### src/rvseed_pkg.sv
package rvseed_pkg;

    localparam int xlen = 64;

    // operation codes handed over by execute
    localparam logic [2:0] op_none  = 3'd0;
    localparam logic [2:0] op_load  = 3'd1;
    localparam logic [2:0] op_csrrw = 3'd2;
    localparam logic [2:0] op_csrrs = 3'd3;
    localparam logic [2:0] op_ecall = 3'd4;
    localparam logic [2:0] op_mret  = 3'd5;

    // load kinds, signed ones first
    localparam logic [2:0] ld_b  = 3'd0;
    localparam logic [2:0] ld_h  = 3'd1;
    localparam logic [2:0] ld_w  = 3'd2;
    localparam logic [2:0] ld_d  = 3'd3;
    localparam logic [2:0] ld_bu = 3'd4;
    localparam logic [2:0] ld_hu = 3'd5;
    localparam logic [2:0] ld_wu = 3'd6;

    // machine-mode csr numbers
    localparam logic [11:0] csr_mstatus = 12'h300;
    localparam logic [11:0] csr_mtvec   = 12'h305;
    localparam logic [11:0] csr_mepc    = 12'h341;
    localparam logic [11:0] csr_mcause  = 12'h342;

    // clint registers seen through mmio
    localparam logic [xlen-1:0] clint_mtimecmp_addr = 64'h0000_0000_0200_4000;
    localparam logic [xlen-1:0] clint_mtime_addr    = 64'h0000_0000_0200_BFF8;

    localparam logic [xlen-1:0] mstatus_reset = 64'h0000_0000_A000_1800;
    localparam logic [xlen-1:0] mtvec_reset   = 64'h0000_0000_8000_0100;
    localparam logic [xlen-1:0] cause_ecall   = 64'd11;
    // interrupt bit plus machine timer code
    localparam logic [xlen-1:0] cause_timer   = 64'h8000_0000_0000_0007;

    // access fsm encoding
    localparam logic [2:0] st_idle     = 3'd0;
    localparam logic [2:0] st_mem      = 3'd1;
    localparam logic [2:0] st_wait     = 3'd2;
    localparam logic [2:0] st_mmio     = 3'd3;
    localparam logic [2:0] st_csr      = 3'd4;
    localparam logic [2:0] st_redirect = 3'd5;
    localparam logic [2:0] st_done     = 3'd6;

    // raw word for csr access, fields for trap entry and return
    typedef union packed {
        logic [xlen-1:0] raw;
        struct packed {
            logic [55:0] fill_hi;
            logic        mpie;
            logic [2:0]  fill_mid;
            logic        mie;
            logic [2:0]  fill_lo;
        } f;
    } mstatus_u;

endpackage

### src/load_align.sv
`timescale 1ns/1ns

module load_align (
    input  logic [rvseed_pkg::xlen-1:0] raw,
    input  logic [2:0]                  load_kind,
    input  logic [2:0]                  byte_off,
    output logic [rvseed_pkg::xlen-1:0] data
);

    logic [rvseed_pkg::xlen-1:0] shifted;

    // move the addressed byte down to lane 0
    assign shifted = raw >> {byte_off, 3'b000};

    always_comb begin
        case (load_kind)
            rvseed_pkg::ld_b: begin
                data = {{56{shifted[7]}}, shifted[7:0]};
            end
            rvseed_pkg::ld_h: begin
                data = {{48{shifted[15]}}, shifted[15:0]};
            end
            rvseed_pkg::ld_w: begin
                data = {{32{shifted[31]}}, shifted[31:0]};
            end
            rvseed_pkg::ld_d: begin
                data = shifted;
            end
            rvseed_pkg::ld_bu: begin
                data = {56'd0, shifted[7:0]};
            end
            rvseed_pkg::ld_hu: begin
                data = {48'd0, shifted[15:0]};
            end
            rvseed_pkg::ld_wu: begin
                data = {32'd0, shifted[31:0]};
            end
            default: begin
                // unused code, pass the full doubleword
                data = shifted;
            end
        endcase
    end

endmodule

### src/mem_clint.sv
`timescale 1ns/1ns

module mem_clint (
    input  logic                        clk,
    input  logic                        rst_n,
    input  logic [rvseed_pkg::xlen-1:0] mmio_addr,
    input  logic [rvseed_pkg::xlen-1:0] mtimecmp,
    output logic [rvseed_pkg::xlen-1:0] mmio_rdata,
    output logic                        timer_pending
);

    logic [rvseed_pkg::xlen-1:0] mtime;

    // free-running machine timer
    always_ff @(posedge clk or negedge rst_n) begin
        if (!rst_n) begin
            mtime <= '0;
        end else begin
            mtime <= mtime + 1'b1;
        end
    end

    // level signal, stays up until mtimecmp is moved past mtime
    assign timer_pending = (mtime >= mtimecmp);

    // mmio read mux, answered in the same cycle
    always_comb begin
        case (mmio_addr)
            rvseed_pkg::clint_mtimecmp_addr: begin
                mmio_rdata = mtimecmp;
            end
            rvseed_pkg::clint_mtime_addr: begin
                mmio_rdata = mtime;
            end
            default: begin
                mmio_rdata = '0;
            end
        endcase
    end

endmodule

### src/csr_trap_unit.sv
`timescale 1ns/1ns

module csr_trap_unit (
    input  logic                        clk,
    input  logic                        rst_n,
    input  logic                        csr_we,
    input  logic                        csr_set,
    input  logic [11:0]                 csr_addr,
    input  logic [rvseed_pkg::xlen-1:0] csr_wdata,
    input  logic                        trap_irq,
    input  logic                        trap_ecall,
    input  logic                        trap_mret,
    input  logic [rvseed_pkg::xlen-1:0] pc,
    input  logic                        timer_pending,
    output logic [rvseed_pkg::xlen-1:0] csr_rdata,
    output logic                        irq_take,
    output logic [rvseed_pkg::xlen-1:0] mtvec,
    output logic [rvseed_pkg::xlen-1:0] mepc,
    output rvseed_pkg::mstatus_u        mstatus
);

    logic [rvseed_pkg::xlen-1:0] mcause;
    logic [rvseed_pkg::xlen-1:0] csr_wval;

    // old value of the addressed csr
    always_comb begin
        case (csr_addr)
            rvseed_pkg::csr_mstatus: begin
                csr_rdata = mstatus.raw;
            end
            rvseed_pkg::csr_mtvec: begin
                csr_rdata = mtvec;
            end
            rvseed_pkg::csr_mepc: begin
                csr_rdata = mepc;
            end
            rvseed_pkg::csr_mcause: begin
                csr_rdata = mcause;
            end
            default: begin
                csr_rdata = '0;
            end
        endcase
    end

    // csrrs merges, csrrw replaces
    assign csr_wval = csr_set ? (csr_rdata | csr_wdata) : csr_wdata;

    // only the machine timer can interrupt
    assign irq_take = timer_pending & mstatus.f.mie;

    always_ff @(posedge clk or negedge rst_n) begin
        if (!rst_n) begin
            mstatus.raw <= rvseed_pkg::mstatus_reset;
            mtvec       <= rvseed_pkg::mtvec_reset;
            mepc        <= '0;
            mcause      <= '0;
        end else if (trap_irq || trap_ecall) begin
            // trap entry
            mepc           <= pc;
            mcause         <= trap_irq ? rvseed_pkg::cause_timer : rvseed_pkg::cause_ecall;
            mstatus.f.mpie <= mstatus.f.mie;
            mstatus.f.mie  <= 1'b0;
        end else if (trap_mret) begin
            mstatus.f.mie  <= mstatus.f.mpie;
            mstatus.f.mpie <= 1'b1;
        end else if (csr_we) begin
            case (csr_addr)
                rvseed_pkg::csr_mstatus: begin
                    mstatus.raw <= csr_wval;
                end
                rvseed_pkg::csr_mtvec: begin
                    mtvec <= csr_wval;
                end
                rvseed_pkg::csr_mepc: begin
                    mepc <= csr_wval;
                end
                rvseed_pkg::csr_mcause: begin
                    mcause <= csr_wval;
                end
                default: begin
                    // unknown csr, write dropped
                    mcause <= mcause;
                end
            endcase
        end
    end

endmodule

### src/mem_stage.sv
`timescale 1ns/1ns

module mem_stage (
    input  logic                        clk,
    input  logic                        rst_n,
    input  logic                        req_valid,
    input  logic [2:0]                  op,
    input  logic [2:0]                  load_kind,
    input  logic [rvseed_pkg::xlen-1:0] src1,
    input  logic [rvseed_pkg::xlen-1:0] src2,
    input  logic [11:0]                 csr_addr,
    input  logic [rvseed_pkg::xlen-1:0] pc,
    output logic                        busy,
    output logic                        res_valid,
    output logic [rvseed_pkg::xlen-1:0] res_data,
    output logic                        bus_ar_valid,
    output logic [rvseed_pkg::xlen-1:0] bus_addr,
    input  logic                        bus_r_valid,
    input  logic [rvseed_pkg::xlen-1:0] bus_rdata,
    output logic [rvseed_pkg::xlen-1:0] mmio_addr,
    output logic                        csr_we,
    output logic                        csr_set,
    output logic [11:0]                 csr_addr_q,
    output logic [rvseed_pkg::xlen-1:0] csr_wdata,
    output logic                        trap_irq,
    output logic                        trap_ecall,
    output logic                        trap_mret,
    output logic [rvseed_pkg::xlen-1:0] pc_q,
    input  logic [rvseed_pkg::xlen-1:0] mmio_rdata,
    input  logic [rvseed_pkg::xlen-1:0] csr_rdata,
    input  logic                        irq_take,
    input  logic [rvseed_pkg::xlen-1:0] mtvec,
    input  logic [rvseed_pkg::xlen-1:0] mepc,
    output logic                        redirect_valid,
    output logic [rvseed_pkg::xlen-1:0] redirect_pc
);

    logic [2:0]                  state;
    logic [2:0]                  state_nxt;
    logic [2:0]                  kind_q;
    logic [rvseed_pkg::xlen-1:0] addr_q;
    logic [rvseed_pkg::xlen-1:0] res_q;
    logic [rvseed_pkg::xlen-1:0] eff_addr;
    logic [rvseed_pkg::xlen-1:0] align_raw;
    logic [rvseed_pkg::xlen-1:0] align_data;
    logic                        accept;
    logic                        exec;
    logic                        is_clint;

    assign eff_addr = src1 + src2;
    assign accept   = req_valid && !busy;
    // a pending interrupt replaces the instruction
    assign exec     = accept && !irq_take;
    assign is_clint = (eff_addr == rvseed_pkg::clint_mtimecmp_addr) ||
                      (eff_addr == rvseed_pkg::clint_mtime_addr);

    always_comb begin
        state_nxt = state;
        case (state)
            rvseed_pkg::st_idle: begin
                if (accept && irq_take) begin
                    state_nxt = rvseed_pkg::st_redirect;
                end else if (accept) begin
                    case (op)
                        rvseed_pkg::op_load: begin
                            state_nxt = is_clint ? rvseed_pkg::st_mmio : rvseed_pkg::st_mem;
                        end
                        rvseed_pkg::op_csrrw, rvseed_pkg::op_csrrs: begin
                            state_nxt = rvseed_pkg::st_csr;
                        end
                        rvseed_pkg::op_ecall, rvseed_pkg::op_mret: begin
                            state_nxt = rvseed_pkg::st_redirect;
                        end
                        rvseed_pkg::op_none: begin
                            state_nxt = rvseed_pkg::st_idle;
                        end
                        default: begin
                            state_nxt = rvseed_pkg::st_idle;
                        end
                    endcase
                end
            end
            rvseed_pkg::st_mem: begin
                state_nxt = rvseed_pkg::st_wait;
            end
            rvseed_pkg::st_wait: begin
                // latency is open-ended, just sit here
                if (bus_r_valid) begin
                    state_nxt = rvseed_pkg::st_done;
                end
            end
            rvseed_pkg::st_mmio: begin
                state_nxt = rvseed_pkg::st_done;
            end
            default: begin
                state_nxt = rvseed_pkg::st_idle;
            end
        endcase
    end

    always_ff @(posedge clk or negedge rst_n) begin
        if (!rst_n) begin
            state      <= rvseed_pkg::st_idle;
            csr_we     <= 1'b0;
            csr_set    <= 1'b0;
            trap_irq   <= 1'b0;
            trap_ecall <= 1'b0;
            trap_mret  <= 1'b0;
        end else begin
            state      <= state_nxt;
            csr_we     <= exec && (op == rvseed_pkg::op_csrrw || op == rvseed_pkg::op_csrrs);
            csr_set    <= exec && (op == rvseed_pkg::op_csrrs);
            trap_irq   <= accept && irq_take;
            trap_ecall <= exec && (op == rvseed_pkg::op_ecall);
            trap_mret  <= exec && (op == rvseed_pkg::op_mret);
        end
    end

    // request payload, held for the whole access
    always_ff @(posedge clk) begin
        if (accept) begin
            addr_q     <= eff_addr;
            kind_q     <= load_kind;
            csr_addr_q <= csr_addr;
            csr_wdata  <= src1;
            pc_q       <= pc;
        end
        if ((state == rvseed_pkg::st_wait && bus_r_valid) || state == rvseed_pkg::st_mmio) begin
            res_q <= align_data;
        end
    end

    assign align_raw = (state == rvseed_pkg::st_mmio) ? mmio_rdata : bus_rdata;

    load_align u_load_align (
        .raw       (align_raw),
        .load_kind (kind_q),
        .byte_off  (addr_q[2:0]),
        .data      (align_data)
    );

    assign busy           = (state != rvseed_pkg::st_idle);
    assign bus_ar_valid   = (state == rvseed_pkg::st_mem);
    assign bus_addr       = addr_q;
    assign mmio_addr      = addr_q;
    assign res_valid      = (state == rvseed_pkg::st_done) || (state == rvseed_pkg::st_csr);
    // csr result is the old value, read before the write edge
    assign res_data       = (state == rvseed_pkg::st_csr) ? csr_rdata : res_q;
    assign redirect_valid = (state == rvseed_pkg::st_redirect);
    assign redirect_pc    = trap_mret ? mepc : mtvec;

endmodule

### src/mem_subsystem.sv
`timescale 1ns/1ns

module mem_subsystem (
    input  logic                        clk,
    input  logic                        rst_n,
    input  logic                        req_valid,
    input  logic [2:0]                  op,
    input  logic [2:0]                  load_kind,
    input  logic [rvseed_pkg::xlen-1:0] src1,
    input  logic [rvseed_pkg::xlen-1:0] src2,
    input  logic [11:0]                 csr_addr,
    input  logic [rvseed_pkg::xlen-1:0] pc,
    output logic                        busy,
    output logic                        res_valid,
    output logic [rvseed_pkg::xlen-1:0] res_data,
    output logic                        bus_ar_valid,
    output logic [rvseed_pkg::xlen-1:0] bus_addr,
    input  logic                        bus_r_valid,
    input  logic [rvseed_pkg::xlen-1:0] bus_rdata,
    output logic                        redirect_valid,
    output logic [rvseed_pkg::xlen-1:0] redirect_pc,
    input  logic [rvseed_pkg::xlen-1:0] mtimecmp,
    output rvseed_pkg::mstatus_u        mstatus
);

    logic [rvseed_pkg::xlen-1:0] mmio_addr;
    logic [rvseed_pkg::xlen-1:0] mmio_rdata;
    logic                        timer_pending;
    logic                        csr_we;
    logic                        csr_set;
    logic [11:0]                 csr_addr_q;
    logic [rvseed_pkg::xlen-1:0] csr_wdata;
    logic [rvseed_pkg::xlen-1:0] csr_rdata;
    logic                        trap_irq;
    logic                        trap_ecall;
    logic                        trap_mret;
    logic [rvseed_pkg::xlen-1:0] pc_q;
    logic                        irq_take;
    logic [rvseed_pkg::xlen-1:0] mtvec;
    logic [rvseed_pkg::xlen-1:0] mepc;

    mem_stage u_mem_stage (
        .clk            (clk),
        .rst_n          (rst_n),
        .req_valid      (req_valid),
        .op             (op),
        .load_kind      (load_kind),
        .src1           (src1),
        .src2           (src2),
        .csr_addr       (csr_addr),
        .pc             (pc),
        .busy           (busy),
        .res_valid      (res_valid),
        .res_data       (res_data),
        .bus_ar_valid   (bus_ar_valid),
        .bus_addr       (bus_addr),
        .bus_r_valid    (bus_r_valid),
        .bus_rdata      (bus_rdata),
        .mmio_addr      (mmio_addr),
        .csr_we         (csr_we),
        .csr_set        (csr_set),
        .csr_addr_q     (csr_addr_q),
        .csr_wdata      (csr_wdata),
        .trap_irq       (trap_irq),
        .trap_ecall     (trap_ecall),
        .trap_mret      (trap_mret),
        .pc_q           (pc_q),
        .mmio_rdata     (mmio_rdata),
        .csr_rdata      (csr_rdata),
        .irq_take       (irq_take),
        .mtvec          (mtvec),
        .mepc           (mepc),
        .redirect_valid (redirect_valid),
        .redirect_pc    (redirect_pc)
    );

    mem_clint u_mem_clint (
        .clk           (clk),
        .rst_n         (rst_n),
        .mmio_addr     (mmio_addr),
        .mtimecmp      (mtimecmp),
        .mmio_rdata    (mmio_rdata),
        .timer_pending (timer_pending)
    );

    csr_trap_unit u_csr_trap_unit (
        .clk           (clk),
        .rst_n         (rst_n),
        .csr_we        (csr_we),
        .csr_set       (csr_set),
        .csr_addr      (csr_addr_q),
        .csr_wdata     (csr_wdata),
        .trap_irq      (trap_irq),
        .trap_ecall    (trap_ecall),
        .trap_mret     (trap_mret),
        .pc            (pc_q),
        .timer_pending (timer_pending),
        .csr_rdata     (csr_rdata),
        .irq_take      (irq_take),
        .mtvec         (mtvec),
        .mepc          (mepc),
        .mstatus       (mstatus)
    );

endmodule

### config.mk
export PLATFORM = sky130hd
export DESIGN_NAME = mem_subsystem
export DESIGN_NICKNAME = d
export VERILOG_FILES = /design/src/rvseed_pkg.sv /design/src/load_align.sv /design/src/mem_clint.sv /design/src/csr_trap_unit.sv /design/src/mem_stage.sv /design/src/mem_subsystem.sv
export SDC_FILE = /design/constraint.sdc
export NUM_CORES = 1
export LEC_CHECK = 0
export BUFFER_PORTS_ARGS = -buffer_cell sky130_fd_sc_hd__buf_2
export CAP_MARGIN = 20
export CELL_PAD_IN_SITES_DETAIL_PLACEMENT = 1
export CELL_PAD_IN_SITES_GLOBAL_PLACEMENT = 1
export CORE_MARGIN = 2
export CORE_UTILIZATION = 44
export DETAILED_ROUTE_END_ITERATION = 8
export PLACE_DENSITY = 0.93
export SETUP_SLACK_MARGIN = 0.1
export SLEW_MARGIN = 20
export SYNTH_ARGS = -nofsm -noshare
export SYNTH_HDL_FRONTEND = slang
export SYNTH_SLANG_ARGS = --single-unit
### constraint.sdc
create_clock -name clk -period 7.1 [get_ports clk]
set_clock_uncertainty 0.05 [all_clocks]
set_input_delay 0.71 -clock clk [delete_from_list [all_inputs] [get_ports clk]]
set_output_delay 0.71 -clock clk [all_outputs]
set_load 0.02 [all_outputs]
### Word-level counts from Yosys, hierarchy flattened

Index checks and enable logic that the tools add are counted.

| operators by class | value |
|---|---|
| add/subtract/negate cells | 2 |
| $lt $le $gt $ge | 1 |
| eq/ne operators | 27 |
| shift-type cells | 1 |
| muxes and demuxes | 28 |
| bitwise gates (word level) | 4 |
| reduce and logical (&&, ||, !) cells | 31 |

Operators by type and width:

| kind | number |
|---|---|
| $mux W64 | 13 |
| $pmux W64 S6 | 1 |
| $eq A64 B26 Y1 const B | 4 |
| $pmux W64 S4 | 1 |
| $pmux W64 S2 | 1 |
| $add A64 B1 Y64 const B | 1 |
| $add A64 B64 Y64 | 1 |
| $ge A64 B64 Y1 | 1 |
| $or A64 B64 Y64 | 1 |
| $shr A64 B6 Y64 | 1 |
| $eq A12 B10 Y1 const B | 4 |
| $eq A3 B3 Y1 const B | 8 |
| $mux W8 | 2 |
| $eq A3 B2 Y1 const B | 5 |
| $pmux W3 S4 | 1 |
| $eq A3 B1 Y1 const B | 3 |
| $mux W3 | 3 |
| $pmux W3 S3 | 1 |
| $reduce_bool A3 Y1 | 3 |
| $logic_and A1 B1 Y1 | 8 |
| $reduce_and A4 Y1 | 2 |
| $logic_not A3 Y1 | 2 |
| $reduce_and A3 Y1 | 2 |
| $reduce_bool A2 Y1 | 3 |
| other kinds (11) | 22 |

| storage, ports and cells | value |
|---|---|
| flip-flop bits (word level) | 599 |
| input bits | 342 |
| output and inout bits | 260 |

### Depth between registers and ports, before layout

Gate-level depths: netlist (run 1).

| logic depth | value |
|---|---|
| word-level depth | 8 |
| mapped depth | 16 |
| gate-level depth less buffers | 14 |

### By module

Synthesis (run 1) repeated with hierarchy kept, for this count alone.

| second synthesis, totals | value |
|---|---|
| cell total of the unflattened synthesis | 3353 |
| area total of the unflattened synthesis | 35155.0 sq um |

Modules (own cells, without submodules):

| module | times used | cells each | area an instance (sq um) |
|---|---|---|---|
| mem_stage | 1 | 1236 | 15482.3 |
| csr_trap_unit | 1 | 1247 | 12121.6 |
| mem_clint | 1 | 577 | 5212.5 |
| load_align | 1 | 293 | 2338.5 |

### Worst setup path after synthesis (run 1)

No wires, ideal clock.

| timing path | value |
|---|---|
| kind | register to register |
| start point | reg u_mem_stage.state[2] |
| end point | reg u_mem_stage.state[1] |
| library setup time | 131 ps |
| arrival | 5543 ps |
| slack | 1375 ps |
| cell stages (with the launch flop) | 10 |
| path buffers | 1 |
| clock period less this slack | 5725 ps |
| cells stage by stage | dfrtp_1 -> clkbuf_1 -> nor3_1 -> nand2_1 -> inv_1 -> a21oi_1 -> nand4b_1 -> nor4_1 -> nand4_1 -> o21ai_1 |

| on the way | value |
|---|---|
| cells in the longest elaborated chain, start to end | 6 |
| elaborated cells between the ends (all ways) | 13 |
| those cells by class | eq/ne (5); mux (2); reduce/logical (6) |

Ends and longest elaborated chain:

| what | line | text |
|---|---|---|
| from (decl) | mem_stage.sv:38 | `logic [2:0] state;` |
| from (signal assigned) | mem_stage.sv:103 | `state <= rvseed_pkg::st_idle;` |
| from (signal assigned) | mem_stage.sv:110 | `state <= state_nxt;` |
| $reduce_bool A3 Y1 * | mem_stage.sv:142 | `assign busy = (state != rvseed_pkg::st_idle);` |
| $logic_not A1 Y1 * | mem_stage.sv:51 | `assign accept = req_valid && !busy;` |
| $logic_and A1 B1 Y1 * | mem_stage.sv:51 |  |
| named net u_mem_stage.accept | mem_stage.sv:46 | `logic accept;` |
| $logic_and A1 B1 Y1 | mem_stage.sv:61 | `if (accept && irq_take) begin` |
| $mux W3 or $ne A3 B1 Y1 (tied branches) | - |  |
| $pmux W3 S4 or $reduce_and A2 Y1 (tied branches) | - |  |

Mark *: on every way through the listed nets, which the timed path passes. The rest lies on a longest branch.
A chain may end at the register's enable or synchronous reset.

### Worst setup path after layout (run 1)

| timing path | value |
|---|---|
| start point | reg u_mem_stage.addr_q (netlist bit u_mem_stage.bus_addr[2]) |
| end point | reg u_mem_stage.res_q[40] (netlist name) (data pin) |

| on the way | value |
|---|---|
| cells in the longest elaborated chain, start to end | 5 |
| elaborated cells between the ends (all ways) | 6 |
| those cells by class | eq/ne (2); shift (1); mux (3) |

Ends and longest elaborated chain:

| what | line | text |
|---|---|---|
| from (decl) | mem_stage.sv:41 | `logic [rvseed_pkg::xlen-1:0] addr_q;` |
| from (signal assigned) | mem_stage.sv:122 | `addr_q <= eff_addr;` |
| $eq A64 B26 Y1 | mem_clint.sv:28 | `case (mmio_addr)` |
| $pmux W64 S2 | mem_clint.sv:28 |  |
| $mux W64 | mem_stage.sv:133 | `assign align_raw = (state == rvseed_pkg::st_mmio) ? mmio_rdata : bus_rdata;` |
| $shr A64 B6 Y64 * | load_align.sv:13 | `assign shifted = raw >> {byte_off, 3'b000};` |
| $pmux W64 S6 * | load_align.sv:16 | `case (load_kind)` |
| named net u_mem_stage.align_data, one bit | mem_stage.sv:45 | `logic [rvseed_pkg::xlen-1:0] align_data;` |
| to (signal assigned) | mem_stage.sv:129 | `res_q <= align_data;` |
| to (decl) | mem_stage.sv:42 | `logic [rvseed_pkg::xlen-1:0] res_q;` |

Marked as above.

==> metrics, run 1 <==
drt wl/cell 30.3 um; Via Count 31100; drt initial violations 3602; count of buffers added by post-CTS timing repair for setup 0; leakage power 17.4 nW; effective utilization at floorplan 44.2%; combined area of all synthesized cells 32700 um^2; data required time of the critical path 7.46 ns; worst hold slack 0.134 ns; crit path kind flop to flop; multi-input gate area in the final layout 15300 um^2; worst min-delay path category input port to async pin; maximum number of pins on one net before global-route repair 170; total net switching power 0.00416 W; grt ovf 0; share of async-settable or async-resettable flops after synthesis 54.8%; setup repair after global routing missed its margin no; Core Box Area 74100 um^2; kind of start point of the critical path flop; count of cell types in the netlist 78; post-route design area 38900 um^2; Max Cap Viol 0; CTS tree done; part of the cycle the worst path needs 75.9%; final critical path time including I/O delays and setup 5.39 ns; power density cells 301 nW/um^2; vias per inst 6.48; status finished clean; maximum count of clock buffers along a single path 3; VDD IR max 0.169 mV; part of the power in combinational logic 26.1%; growth of design area from synthesis to finish 18.8%; Reg2Reg Launch Point u_mem_stage.bus_addr[2]; Post-Synthesis Net Count 3732; share of total power consumed by net switching 35.6%; core utilization of the finished layout 52.5%; clock share of power 32.1%; port bufs 601; Post-Syn Area per Cell 10.0 um^2; full die area 76600 um^2; flip-flop and latch count after synthesis 599; I/O pins 602; detailed-router iteration count before antenna repair 8; yosys synthesis warning count 0; vias in the first global route 31700; die extent in x 277 um; clock root cell sky130_fd_sc_hd__clkbuf_16; # fillers 8369; layout cell share with drive strength beyond 1 24.7%; sequential area share after synthesis 50.0%; worst rel slew slack 21.7%; CTS Buf Count 71; Detail Route Antenna Nets 0; number of cells upsized or downsized after cts 0; share of total power in sequential cells 41.8%; Total Routing Usage GR 36.9%; count of standard-cell rows 100; most used flip-flop cell after synthesis sky130_fd_sc_hd__dfrtp_1; sequential cell area 16400 um^2; Final HPWL DP 105000 um; final hold violation count 0; clk sinks 599; maximum clock frequency 0.186 GHz; Detailed Route WL 145000 um; biggest fanout along the worst timing path 32; Placement Cell Area 36500 um^2; DRC 0; hold-fix buffers at CTS 0; number of instances in the synthesized netlist 3261; r2r worst-path depth 11; count of nets after finishing 4229; max-slew violation count 0; number of flops mapped to enable cells by yosys 271; count of endpoints failing setup in the final report 0; critical path endpoint category flop; arrival time at the worst endpoint 5.75 ns; Die Ht 277 um; total negative setup slack 0 ns; most frequent cells in the layout 600 x sky130_fd_sc_hd__buf_2, 464 x sky130_fd_sc_hd__nand2_1, 320 x sky130_fd_sc_hd__dfrtp_1; most common cell after layout, fill and taps aside sky130_fd_sc_hd__buf_2; reg2reg end u_mem_stage.res_q[40]; first-pass GRT wire length 211000 um; RePlAce Congestion 0.996; Worst Max-Slew Pin Slew 1.17 ns; Clock Pin Slew Worst Setup and Hold Paths 0.06 ns; H-tree level count 3; register-to-register setup slack 1.71 ns; worst-skew pair later-pin latency 0.62 ns; number of antenna violations at the first check in global routing 29; Pint 0.00753 W
-- power groups by stage --
stage	Clock [W]	Combinational [W]	Sequential, W
3_3_place_gp	0	0.00288	0.00489
4_1_cts	0.00377	0.00299	0.00487
6_report	0.00375	0.00305	0.00489
5_1_grt	0.00391	0.00322	0.00492
2_1_floorplan	0	0.00171	0.00481
3_5_place_dp	0	0.00296	0.00491
-- cell families after synthesis --
| group | Yosys count | synth area share, % |
|---|---|---|
| buffers and inverters | 296 | 3.45 |
| adders and majority gates | 129 | 4.95 |
| and+or+nand+nor | 976 | 13.0 |
| DFF | 599 | 50.0 |
| AOI/OAI and AO/OA | 941 | 18.5 |
| muxes | 195 | 6.85 |
| xor gates and xnor gates | 125 | 3.34 |
-- flip-flops by register name, summed over array words and instances (netlist names), 3 cells and up --
signal	flops
u_csr_trap_unit.mcause	64
u_csr_trap_unit.mepc	64
u_csr_trap_unit.mstatus	64
u_csr_trap_unit.mtvec	64
u_mem_clint.mtime	64
u_mem_stage.bus_addr	64
u_mem_stage.csr_addr_q	12
u_mem_stage.csr_wdata	64
u_mem_stage.kind_q	3
u_mem_stage.pc_q	64
u_mem_stage.res_q	64
u_mem_stage.state	3
-- Yosys cell counts (42+ instances only) --
master / number / area share [%]
sky130_fd_sc_hd__a211oi_1: 65 / 1.5
sky130_fd_sc_hd__o21ai_0: 280 / 4.3
sky130_fd_sc_hd__a21oi_1: 208 / 3.2
sky130_fd_sc_hd__dfrtp_1: 322 / 25
sky130_fd_sc_hd__a22oi_1: 77 / 1.8
sky130_fd_sc_hd__o21ai_1: 42 / 0.64
sky130_fd_sc_hd__a222oi_1: 64 / 2.0
sky130_fd_sc_hd__mux2_2: 153 / 5.3
sky130_fd_sc_hd__a221oi_1: 52 / 1.4
sky130_fd_sc_hd__nand3_1: 50 / 0.76
sky130_fd_sc_hd__inv_1: 92 / 1.1
sky130_fd_sc_hd__xor2_1: 45 / 1.2
sky130_fd_sc_hd__nor2_1: 255 / 2.9
sky130_fd_sc_hd__nand2_1: 468 / 5.4
sky130_fd_sc_hd__clkbuf_1: 175 / 2.0
sky130_fd_sc_hd__ha_1: 128 / 4.9
sky130_fd_sc_hd__xnor2_1: 80 / 2.1
sky130_fd_sc_hd__edfxtp_1: 271 / 25
-- critical path: stages (launching register included) --
cell and delay (ns):
sky130_fd_sc_hd__edfxtp_1 0.80, sky130_fd_sc_hd__nor4_1 0.65, sky130_fd_sc_hd__nand4_1 0.21, sky130_fd_sc_hd__nor4_1 0.63
sky130_fd_sc_hd__and3_2 0.50, sky130_fd_sc_hd__a221oi_1 0.16, sky130_fd_sc_hd__nor2_2 0.21, sky130_fd_sc_hd__mux2i_1 0.18
sky130_fd_sc_hd__mux4_2 0.57, sky130_fd_sc_hd__or4_1 0.59, sky130_fd_sc_hd__o311a_2 0.41, sky130_fd_sc_hd__o21ai_1 0.22
-- area by class of cell --
cell class	count	share of cell area, %
Sequential cell	599	42.1
Multi-Input combinational cell	2366	39.5
Timing Repair Buffer	627	8.29
Clock buffer	99	5.28
Tap cell	969	3.12
Inverter	93	0.917
Clock inverter	32	0.804
Antenna cell	13	0.0836
-- stage by stage --
step / power, W / cells / setup WS [ns]
after floorplan: 0.00653 / 3261 / 1.38
after global placement: 0.00777 / 4654 / 1.74
after detailed placement: 0.00787 / 4654 / 1.61
after CTS: 0.0116 / 4785 / 1.46
after global routing: 0.0120 / 4794 / 1.60
final: 0.0117 / 4798 / 1.71
-- how the worst max path moves through the flow --
stage                                        from                     to  depth (start not counted)  slack, ns
after floorplan              u_mem_stage.state[2]   u_mem_stage.state[1]                          9       1.38
after global placement    u_mem_stage.bus_addr[2]  u_mem_stage.res_q[50]                         11       1.74
after detailed placement  u_mem_stage.bus_addr[2]  u_mem_stage.res_q[40]                         11       1.61
after CTS                 u_mem_stage.bus_addr[2]  u_mem_stage.res_q[40]                         11       1.46
after global routing      u_mem_stage.bus_addr[2]  u_mem_stage.res_q[40]                         11       1.60
final                     u_mem_stage.bus_addr[2]  u_mem_stage.res_q[40]                         11       1.71
-- per-layer routing --
| metal | global-route usage (%) | share of wire, % | up-vias |
|---|---|---|---|
| li1 | - | - | 13100 |
| met1 | 46.3 | 38 | 15500 |
| met4 | 23.3 | 7.6 | 14 |
| met2 | 56.9 | 44 | 1954 |
| met3 | 9.47 | 10 | 540 |
| met5 | 0 | 0.066 | - |
Note: power is estimated with default switching activity, not from simulation.
==> run 2: changes to the inputs <==
clock period = 5.6 ns   (was 7.1 ns; I/O delays follow)
==> run 2 against run 1 <==
- the run now ends with hold timing left
- sequential share of layout area decreased by 0.076 points
- die area unchanged
- setup slack got worse by 1.2 ns
- worst hold slack worse by 0.18 ns
- clock power rose by 21%
- sequential cell count unchanged
- wire length grew 0.15%
- cell area is 0.18% higher
- sequential power up 27%
- clock-buffer cell count decreased by 2
- register-to-register slack got worse by 1.2 ns
- utilization grew 0.095 points
- largest power group unchanged
==> metrics, run 2 (synthesized netlist as in run 1, its figures left out) <==
final hold violation count 10 (was 0); H-tree level count 3 (unchanged); register-to-register setup slack 0.49 ns (was 1.71 ns); CTS Buf Count 69 (was 71); clock share of power 30.9% (was 32.1%); Post-Layout Cell Count 4823 (was 4798); hold-fix buffers at CTS 0 (unchanged); Detailed Route WL 145000 um (about the same); drt wl/cell 30.1 um (was 30.3 um); VDD IR max 0.262 mV (was 0.169 mV); detailed-router iteration count before antenna repair 8 (unchanged); Reg2Reg Launch Point u_mem_stage.bus_addr[56] (was u_mem_stage.bus_addr[2]); status finished, violations left (was finished clean); final critical path time including I/O delays and setup 5.11 ns (was 5.39 ns); worst min-delay path category input port to async pin (unchanged); die extent in x 277 um (unchanged); Detail Route Antenna Nets 0 (unchanged); maximum count of clock buffers along a single path 3 (unchanged); slowest CP cell sky130_fd_sc_hd__nor4_1 (was sky130_fd_sc_hd__edfxtp_1); most common cell after layout, fill and taps aside sky130_fd_sc_hd__buf_2 (unchanged); reg2reg end u_mem_stage.res_q[36] (was u_mem_stage.res_q[40]); Core Box Area 74100 um^2 (unchanged); total placed cells including tap cells 4680 (was 4654); part of the cycle the worst path needs 91.2% (was 75.9%); number of cells upsized or downsized after cts 0 (unchanged); worst rel slew slack 19.8% (was 21.7%); post-route design area 39000 um^2 (was 38900 um^2); share of total power in sequential cells 42.3% (was 41.8%); count of nets after finishing 4253 (was 4229); Total Routing Usage GR 37.2% (was 36.9%); max-slew violation count 0 (unchanged); power density cells 376 nW/um^2 (was 301 nW/um^2); Via Count 31300 (was 31100); vias in the first global route 32300 (was 31700); Max Cap Viol 0 (unchanged); cell family with most CP delay simple AND/OR/NAND/NOR gates (unchanged); arrival time at the worst endpoint 5.50 ns (was 5.75 ns); sequential cell area 16400 um^2 (unchanged); critical path endpoint category flop (unchanged); full die area 76600 um^2 (unchanged); setup repair after global routing missed its margin no (unchanged); CTS tree done (unchanged); maximum number of pins on one net before global-route repair 125 (was 170); share of total power consumed by net switching 36.3% (was 35.6%); # fillers 8351 (was 8369); failing checks hold timing; total negative setup slack 0 ns (unchanged); total net switching power 0.00532 W (was 0.00416 W); count of endpoints failing setup in the final report 0 (unchanged); Placement Cell Area 36700 um^2 (was 36500 um^2); growth of design area from synthesis to finish 19.0% (was 18.8%); RePlAce Congestion 1.00 (was 0.996); CP cell instances nor4_1 > nand4_1 > nor4_1 > and3_2 > buf_4 > a221oi_1 > nor2_1 > mux2i_1 > mux4_2 > or4_1 > o311a_1 > buf_4 > o21ai_1 (was nor4_1 > nand4_1 > nor4_1 > and3_2 > a221oi_1 > nor2_2 > mux2i_1 > mux4_2 > or4_1 > o311a_2 > o21ai_1); multi-input gate area in the final layout 15300 um^2 (about the same); first-pass GRT wire length 213000 um (was 211000 um); Die Ht 277 um (unchanged); biggest fanout along the worst timing path 32 (unchanged); Pint 0.00935 W (was 0.00753 W); kind of start point of the critical path flop (unchanged); maximum clock frequency 0.196 GHz (was 0.186 GHz); core utilization of the finished layout 52.6% (was 52.5%); leakage power 17.5 nW (was 17.4 nW); part of the power in combinational logic 26.8% (was 26.1%); layout cell share with drive strength beyond 1 24.8% (was 24.7%); data required time of the critical path 5.99 ns (was 7.46 ns); I/O pins 602 (unchanged); crit path buf inv count 2 (was 0); count of standard-cell rows 100 (unchanged); maximum cell stage delay along the critical path 0.82 ns (was 0.80 ns); Clock Pin Slew Worst Setup and Hold Paths 0.06 ns (about the same); vias per inst 6.48 (about the same); crit path kind flop to flop (unchanged); worst hold slack -0.0512 ns (was 0.134 ns); clock root cell sky130_fd_sc_hd__clkbuf_16 (unchanged); most frequent cells in the layout 600 x sky130_fd_sc_hd__buf_2, 464 x sky130_fd_sc_hd__nand2_1, 320 x sky130_fd_sc_hd__dfrtp_1 (unchanged); r2r worst-path depth 13 (was 11); count of buffers added by post-CTS timing repair for setup 0 (unchanged); Worst Max-Slew Pin Slew 1.19 ns (was 1.17 ns); clk sinks 599 (unchanged); grt ovf 0 (unchanged); worst-skew pair later-pin latency 0.63 ns (was 0.62 ns); port bufs 601 (unchanged); drt initial violations 3701 (was 3602); Final HPWL DP 107000 um (was 105000 um); DRC 0 (unchanged); effective utilization at floorplan 44.2% (unchanged); number of antenna violations at the first check in global routing 27 (was 29)
[run 2: cell count changes in the layout (fill, tap and decap cells not counted), moves of 4 or more]
cell                         previous run  this run
sky130_fd_sc_hd__clkinv_2              13         9
sky130_fd_sc_hd__clkbuf_1              12        21
sky130_fd_sc_hd__buf_4                 25        48
sky130_fd_sc_hd__clkbuf_8              15         7
sky130_fd_sc_hd__clkinvlp_4             1         5
[run 2: per-layer routing]
metal / vias up / global-route usage (%) / wire [um]
li1: 13200 / - / -
met1: 15400 / 44.8 / 53000
met2: 2078 / 58.1 / 65300
met3: 598 / 10.7 / 15500
met4: 12 / 24.6 / 11500
met5: - / 0.500 / 77
[run 2: through the flow]
step | power (W) | hold slack (ns) | setup slack (ns)
floorplan | 0.00824 | 0.214 | 1.01
global placement | 0.00986 | 0.422 | 0.777
detailed placement | 0.0100 | 0.436 | 0.638
CTS | 0.0146 | 0.00591 | 0.568
global route | 0.0151 | 0.0258 | 0.355
finish | 0.0147 | -0.0512 | 0.491
[run 2: power by group through the flow]
| stage | clock network (W) | registers, W | logic [W] |
|---|---|---|---|
| finish | 0.00454 | 0.00620 | 0.00393 |
| global route | 0.00471 | 0.00623 | 0.00414 |
| CTS | 0.00456 | 0.00616 | 0.00384 |
| detailed placement | 0 | 0.00622 | 0.00379 |
| global placement | 0 | 0.00619 | 0.00367 |
| floorplan | 0 | 0.00607 | 0.00217 |
[run 2: worst max-delay path by stage]
stage | cells after the start | from | end | slack, ns
after detailed placement | 13 | u_mem_stage.bus_addr[56] | u_mem_stage.res_q[48] | 0.64
after CTS | 13 | u_mem_stage.bus_addr[56] | u_mem_stage.res_q[48] | 0.57
after global placement | 13 | u_mem_stage.bus_addr[56] | u_mem_stage.res_q[47] | 0.78
after floorplan | 9 | u_mem_stage.state[2] | u_mem_stage.state[1] | 1.01
after global routing | 13 | u_mem_stage.bus_addr[56] | u_mem_stage.res_q[48] | 0.35
final | 13 | u_mem_stage.bus_addr[56] | u_mem_stage.res_q[36] | 0.49
[run 2: cell type report]
class                   count  share of cell area, %
diodes                     16                  0.103
clock buffers              97                   4.88
clock inverters            30                  0.783
inverters                  93                  0.905
multi-input cells        2366                   39.4
flip-flops and latches    599                   42.0
well taps                 969                   3.11
repair buffers            653                   8.87
